`src/common/tx_pkg.sv`:
```
package tx_pkg;

    localparam int DATA_W = 8;
    localparam int FRAME_W = DATA_W + 1; // Data bits plus the parity bit.
    localparam int SEL_W = 4;
    localparam int CLKS_PER_BIT = 4;
    localparam int CNT_W = $clog2(CLKS_PER_BIT);

    localparam logic [CNT_W-1:0] LAST_CNT = CNT_W'(CLKS_PER_BIT - 1);
    localparam logic [SEL_W-1:0] LAST_IDX = SEL_W'(FRAME_W - 1);

    // Frame phases as seen on the line.
    typedef enum logic [1:0] {
        IDLE,
        START,
        PAYLOAD,
        STOP
    } tx_state_e;

endpackage

```
`src/common/tx_ctrl_if.sv`:
```
`timescale 1ns/10ps

interface tx_ctrl_if;

    logic                     run;
    logic                     clear;
    logic                     bit_end;  // Last clock of the current bit period.
    logic                     last_bit;
    logic [tx_pkg::SEL_W-1:0] bit_idx;

    modport fsm (
        output run,
        output clear,
        input  bit_end,
        input  last_bit,
        input  bit_idx
    );

    modport timer (
        input  run,
        input  clear,
        output bit_end,
        output last_bit,
        output bit_idx
    );

endinterface

```
`src/hw/bit_timer.sv`:
```
`timescale 1ns/10ps

module bit_timer (
    input  logic     clk,
    input  logic     rst,
    tx_ctrl_if.timer ctrl,
    input  logic     advance
);

    logic [tx_pkg::CNT_W-1:0] clk_cnt;
    logic [tx_pkg::SEL_W-1:0] bit_idx;

    assign ctrl.bit_end  = ctrl.run && (clk_cnt == tx_pkg::LAST_CNT);
    assign ctrl.last_bit = (bit_idx == tx_pkg::LAST_IDX);
    assign ctrl.bit_idx  = bit_idx;

    always_ff @(posedge clk) begin
        if (rst || ctrl.clear) begin
            clk_cnt <= '0;
            bit_idx <= '0;
        end else if (ctrl.run) begin
            if (ctrl.bit_end) begin
                clk_cnt <= '0;
                if (advance) begin
                    // Wrap after the parity bit so the next frame starts at bit 0.
                    bit_idx <= ctrl.last_bit ? '0 : bit_idx + 1'b1;
                end
            end else begin
                clk_cnt <= clk_cnt + 1'b1;
            end
        end
    end

    a_idx_range: assert property (
        @(posedge clk) disable iff (rst)
        bit_idx < tx_pkg::FRAME_W
    );

endmodule

```
`src/hw/frame_tx_top.sv`:
```
`timescale 1ns/10ps

module frame_tx_top (
    input  logic                      clk,
    input  logic                      rst,
    input  logic                      start,
    input  logic [tx_pkg::DATA_W-1:0] data,
    output logic                      sdo,
    output logic                      busy,
    output logic                      done
);

    logic load;
    logic advance;
    logic pay_bit;

    tx_ctrl_if ctrl_if ();

    tx_fsm u_fsm (
        .clk    (clk),
        .rst    (rst),
        .start  (start),
        .ctrl   (ctrl_if.fsm),
        .pay_bit(pay_bit),
        .load   (load),
        .advance(advance),
        .sdo    (sdo),
        .busy   (busy),
        .done   (done)
    );

    bit_timer u_timer (
        .clk    (clk),
        .rst    (rst),
        .ctrl   (ctrl_if.timer),
        .advance(advance)
    );

    payload_reg u_payload (
        .clk    (clk),
        .rst    (rst),
        .load   (load),
        .data   (data),
        .bit_idx(ctrl_if.bit_idx),
        .pay_bit(pay_bit)
    );

endmodule

```
`src/hw/mux_n_to_1.sv`:
```
`timescale 1ns/10ps

module mux_n_to_1 #(
    parameter int N = 9,
    parameter int m = 4
) (
    input  logic [N-1:0] inp,
    input  logic [m-1:0] select,
    output logic         out
);

    generate
        if (N == 1) begin : g_leaf
            assign out = inp[0];
        end else if (N == 2) begin : g_pair
            assign out = select[0] ? inp[1] : inp[0];
        end else if (N <= 2 ** (m - 1)) begin : g_narrow
            // The top select bit is always low for a valid index here.
            mux_n_to_1 #(
                .N(N),
                .m(m - 1)
            ) u_sub (
                .inp   (inp),
                .select(select[m-2:0]),
                .out   (out)
            );
        end else begin : g_split
            logic lo_out;
            logic hi_out;

            mux_n_to_1 #(
                .N(2 ** (m - 1)),
                .m(m - 1)
            ) u_lo (
                .inp   (inp[2**(m-1)-1:0]),
                .select(select[m-2:0]),
                .out   (lo_out)
            );

            // Upper part holds whatever is left above the power of two.
            mux_n_to_1 #(
                .N(N - 2 ** (m - 1)),
                .m(m - 1)
            ) u_hi (
                .inp   (inp[N-1:2**(m-1)]),
                .select(select[m-2:0]),
                .out   (hi_out)
            );

            assign out = select[m-1] ? hi_out : lo_out;
        end
    endgenerate

endmodule

```
`src/hw/payload_reg.sv`:
```
`timescale 1ns/10ps

module payload_reg (
    input  logic                      clk,
    input  logic                      rst,
    input  logic                      load,
    input  logic [tx_pkg::DATA_W-1:0] data,
    input  logic [tx_pkg::SEL_W-1:0]  bit_idx,
    output logic                      pay_bit
);

    logic [tx_pkg::FRAME_W-1:0] payload;
    logic                       parity;

    assign parity = ^data; // Even parity over the data byte.

    always_ff @(posedge clk) begin
        if (rst) begin
            payload <= '0;
        end else if (load) begin
            payload <= {parity, data}; // Parity goes out last.
        end
    end

    mux_n_to_1 #(
        .N(tx_pkg::FRAME_W),
        .m(tx_pkg::SEL_W)
    ) u_mux (
        .inp   (payload),
        .select(bit_idx),
        .out   (pay_bit)
    );

endmodule

```
`src/hw/tx_fsm.sv`:
```
`timescale 1ns/10ps

module tx_fsm (
    input  logic   clk,
    input  logic   rst,
    input  logic   start,
    tx_ctrl_if.fsm ctrl,
    input  logic   pay_bit,
    output logic   load,
    output logic   advance,
    output logic   sdo,
    output logic   busy,
    output logic   done
);

    tx_pkg::tx_state_e state;
    tx_pkg::tx_state_e state_next;

    assign load    = (state == tx_pkg::IDLE) && start; // Starts are ignored outside IDLE.
    assign advance = (state == tx_pkg::PAYLOAD);

    always_comb begin
        state_next = state;
        case (state)
            tx_pkg::IDLE: begin
                if (start) begin
                    state_next = tx_pkg::START;
                end
            end
            tx_pkg::START: begin
                if (ctrl.bit_end) begin
                    state_next = tx_pkg::PAYLOAD;
                end
            end
            tx_pkg::PAYLOAD: begin
                if (ctrl.bit_end && ctrl.last_bit) begin
                    state_next = tx_pkg::STOP;
                end
            end
            tx_pkg::STOP: begin
                if (ctrl.bit_end) begin
                    state_next = tx_pkg::IDLE;
                end
            end
            default: state_next = tx_pkg::IDLE;
        endcase
    end

    // The line, busy and done trail the state by one clock.
    always_ff @(posedge clk) begin
        if (rst) begin
            state      <= tx_pkg::IDLE;
            sdo        <= 1'b1;
            busy       <= 1'b0;
            done       <= 1'b0;
            ctrl.run   <= 1'b0;
            ctrl.clear <= 1'b0;
        end else begin
            state      <= state_next;
            ctrl.run   <= (state_next != tx_pkg::IDLE);
            ctrl.clear <= (state == tx_pkg::STOP) && ctrl.bit_end; // Resync the timer.
            busy       <= (state != tx_pkg::IDLE);
            done       <= busy && (state == tx_pkg::IDLE); // Busy is falling.
            case (state)
                tx_pkg::START:   sdo <= 1'b0;
                tx_pkg::PAYLOAD: sdo <= pay_bit;
                default:         sdo <= 1'b1;
            endcase
        end
    end

    a_done_pulse: assert property (
        @(posedge clk) disable iff (rst)
        done |=> !done
    );

    a_done_not_busy: assert property (
        @(posedge clk) disable iff (rst)
        !(done && busy)
    );

endmodule

```
`config.mk`:
```
export PLATFORM = sky130hd
export DESIGN_NAME = frame_tx_top
export DESIGN_NICKNAME = d
export VERILOG_FILES = /design/src/common/tx_pkg.sv /design/src/common/tx_ctrl_if.sv /design/src/hw/bit_timer.sv /design/src/hw/frame_tx_top.sv /design/src/hw/mux_n_to_1.sv /design/src/hw/payload_reg.sv /design/src/hw/tx_fsm.sv
export SDC_FILE = /design/constraint.sdc
export NUM_CORES = 1
export LEC_CHECK = 0
export ABC_CLOCK_PERIOD_IN_PS = 2900
export BUFFER_PORTS_ARGS = -buffer_cell sky130_fd_sc_hd__buf_4
export CAP_MARGIN = 20
export CELL_PAD_IN_SITES_DETAIL_PLACEMENT = 1
export CELL_PAD_IN_SITES_GLOBAL_PLACEMENT = 1
export CORE_MARGIN = 8
export CORE_UTILIZATION = 43
export DETAILED_ROUTE_END_ITERATION = 8
export GPL_TIMING_DRIVEN = 0
export PLACE_DENSITY = 0.83
export SLEW_MARGIN = 10
export SYNTH_ARGS = -nofsm -noshare
export SYNTH_HDL_FRONTEND = slang
export SYNTH_SLANG_ARGS = --single-unit
```
`constraint.sdc`:
```
create_clock -name clk -period 2.9 [get_ports clk]
set_input_delay 0.145 -clock clk [delete_from_list [all_inputs] [get_ports clk]]
set_output_delay 0.145 -clock clk [all_outputs]
set_load 0.005 [all_outputs]
```
==> run metrics <==
status=complete, no violations; switch share=between 20% and 30%; Setup-failing EPs final=0; Synth Register Bits=22; WP data arrival=1700 ps; non-filler cells, final=approximately 170; vias in the first global route=just over 900; Ys Warns=0; dpl hpwl=approximately 1.7 mm; synthesis-to-finish area growth=16.4%; pin slew with the least headroom to its limit=roughly 460 ps; gp weighted congestion=~0.78; n_diodes=0; Die ar.=between 4000 and 5000 um^2; Max Clk Rate=roughly 660 MHz; critical path class=reg -> reg; post-synth cell types=33; vias per std cell=5.23; Psw=about 0.14 mW; Core ar.=~2400 um^2; gr usage total=~11%; minimum clock period=between 1500 and 2000 ps; placed instance count=between 150 and 200; Placed Area=between 1000 and 1500 um^2; max-slew violations=0; clock group share of total power=between 20% and 30%; Multi-input gate area=543 um^2; htree depth=1; Design Power=between 0.5 and 0.6 mW; Routed WL=around 2.2 mm; peak supply drop=around 290 uV; Clock Tree Root=clkbuf_4; initial drt markers=16; Mapped Nets=~130; gr ovfl total=0; sequential power share=~56%; Syn Area/Cell=8.76 um^2; largest net degree at the start of global routing=13; type of the most critical hold path=in -> reg; hold_ws=29.4 ps; TritonCTS clock tree=built; CTS sink count=22; setup slack, reg-to-reg=about 1400 ps; required time worst endpoint=around 3100 ps; CP Capture Type=flip-flop; Initial Util=~44%; Max Root-Sink Buffers=2; clock transition at the registers of the reported paths=~120 ps; Worst Setup Start Kind=flip-flop; detailed-route DRC error count=0; nets@finish=151; Final Hold Viols=0; Pwr Density=478 nW/um^2; Final WS setup=approximately 1400 ps; DR pass1 iterations=4; initial antenna violation count=0; post-route cell area=1210 um^2; Pint=around 0.44 mW; Die H=between 60 and 70 um; Final Skew=around 2.2 ps; Die W=65.2 um; final setup TNS=0 ps; DR WL/cell=between 10 and 15 um; Routed Antenna Nets=0; final core occ=around half; Rel. slew slack=a little over two thirds; Syn Inst Count=roughly 120; fillcell total=around 310; RSZ-0062 raised after global routing=false; Row Count=18; leakage=just over 0.5 nW; layout cell share with drive strength beyond 1=a little under a fifth; maxcap violations=0; number of flip-flops in the largest register=9; post-synthesis sequential area ratio=42.3%; CTS Buf Count=3; Post CTS Setup Buffer Count=0; via count=868; first-pass GRT wire length=3.98 mm; Resize count post-CTS=0; Port-buffer cells=13; Comb power frac=approximately 15%; dpl ws=1410 ps; cts hold-fix bufs=0; period utilization=between 50 and 60%; Crit Path Max Fanout=7; worst skew pair latency=~300 ps; I/O Pins=14; Register Area=440 um^2; Mapped Area=approximately 1000 um^2
worst paths after layout:
path / startpoint / to / depth (start not counted)
hold reg to reg: u_payload.payload[5] / u_payload.payload[5] / 2
hold / removal: rst / u_payload.payload[1] / 2
setup / recovery: u_timer.ctrl.bit_idx[0] / u_fsm.state[0] / 5
setup reg to reg: u_timer.ctrl.bit_idx[0] / u_fsm.state[0] / 5
cells in the mapped netlist:
master / n / area (um^2)
and3_1: 1 / 6.26
nor2b_1: 1 / 6.26
o21ai_0: 2 / 10.0
or2_2: 1 / 6.26
nand2b_1: 1 / 6.26
nand2_1: 23 / 86.3
buf_4: 1 / 7.51
a21oi_1: 14 / 70.1
xor2_1: 1 / 8.76
o311a_1: 1 / 10.0
and4b_1: 1 / 10.0
o2111ai_1: 1 / 8.76
nand4_1: 1 / 6.26
nor3_1: 1 / 5.00
nor4_1: 1 / 6.26
o21ai_1: 1 / 5.00
nand3b_1: 1 / 7.51
ha_1: 3 / 37.5
xnor2_1: 7 / 61.3
a21boi_0: 1 / 7.51
and3b_1: 1 / 8.76
buf_2: 2 / 10.0
mux2i_1: 5 / 50.1
nor2_1: 11 / 41.3
buf_6: 2 / 22.5
dfxtp_1: 22 / 440
nand3_1: 3 / 15.0
clkbuf_1: 2 / 7.51
inv_1: 3 / 11.3
nand4b_4: 1 / 23.8
a221oi_1: 1 / 8.76
and2_2: 1 / 7.51
mux4_2: 1 / 22.5
worst max-delay path, stage by stage (launching register included):
cell	delay, ps
dfxtp_1	490
inv_1	120
ha_1	220
and3b_1	220
a221oi_1	280
nor2_1	70
final cells by class:
type	instances	area share [%]
buffer	7	3.92
clock buffer	4	2.99
inverter	3	0.928
multi-input combinational	87	44.7
sequential	22	36.3
tap	30	3.09
timing repair buffer	13	8.04
kinds of logic after synthesis:
family / after synthesis / synth area share, %
DFF: 22 / 42.3
and+or+nand+nor: 49 / 23.3
xor gates and xnor gates: 8 / 6.72
adders and majority gates: 3 / 3.60
buffers and inverters: 10 / 5.64
AOI/OAI and AO/OA: 21 / 11.5
muxes: 6 / 6.96
per-layer routing:
| metal | vias to the layer above | GRT usage (%) | part of all wire, % |
|---|---|---|---|
| met1 | 415 | 13.3 | 45 |
| met2 | 15 | 19.6 | 51 |
| met3 | 2 | 2.04 | 3.1 |
| li1 | 436 | - | - |
| met4 | 0 | 6.27 | 0.76 |
| met5 | - | 0 | 0 |
power groups by stage:
stage | Sequential [mW] | Combinational, mW | Clock [mW]
global placement | 0.331 | 0.0865 | 0
floorplan | 0.330 | 0.0599 | 0
CTS | 0.325 | 0.0900 | 0.173
global route | 0.328 | 0.0979 | 0.189
detailed placement | 0.332 | 0.0884 | 0
finish | 0.325 | 0.0888 | 0.166
placed cells by master (no fill, tap or decap), types with 2 or more instances in the layout:
master / count
inv_1: 3
nand2_1: 23
clkbuf_4: 3
a21oi_1: 14
nor2_1: 11
buf_4: 14
buf_6: 2
clkbuf_1: 2
ha_1: 3
nand3_1: 3
mux2i_1: 5
o21ai_0: 2
buf_2: 2
dfxtp_1: 22
xnor2_1: 7
No activity file was read; power rests on OpenSTA's default activity.
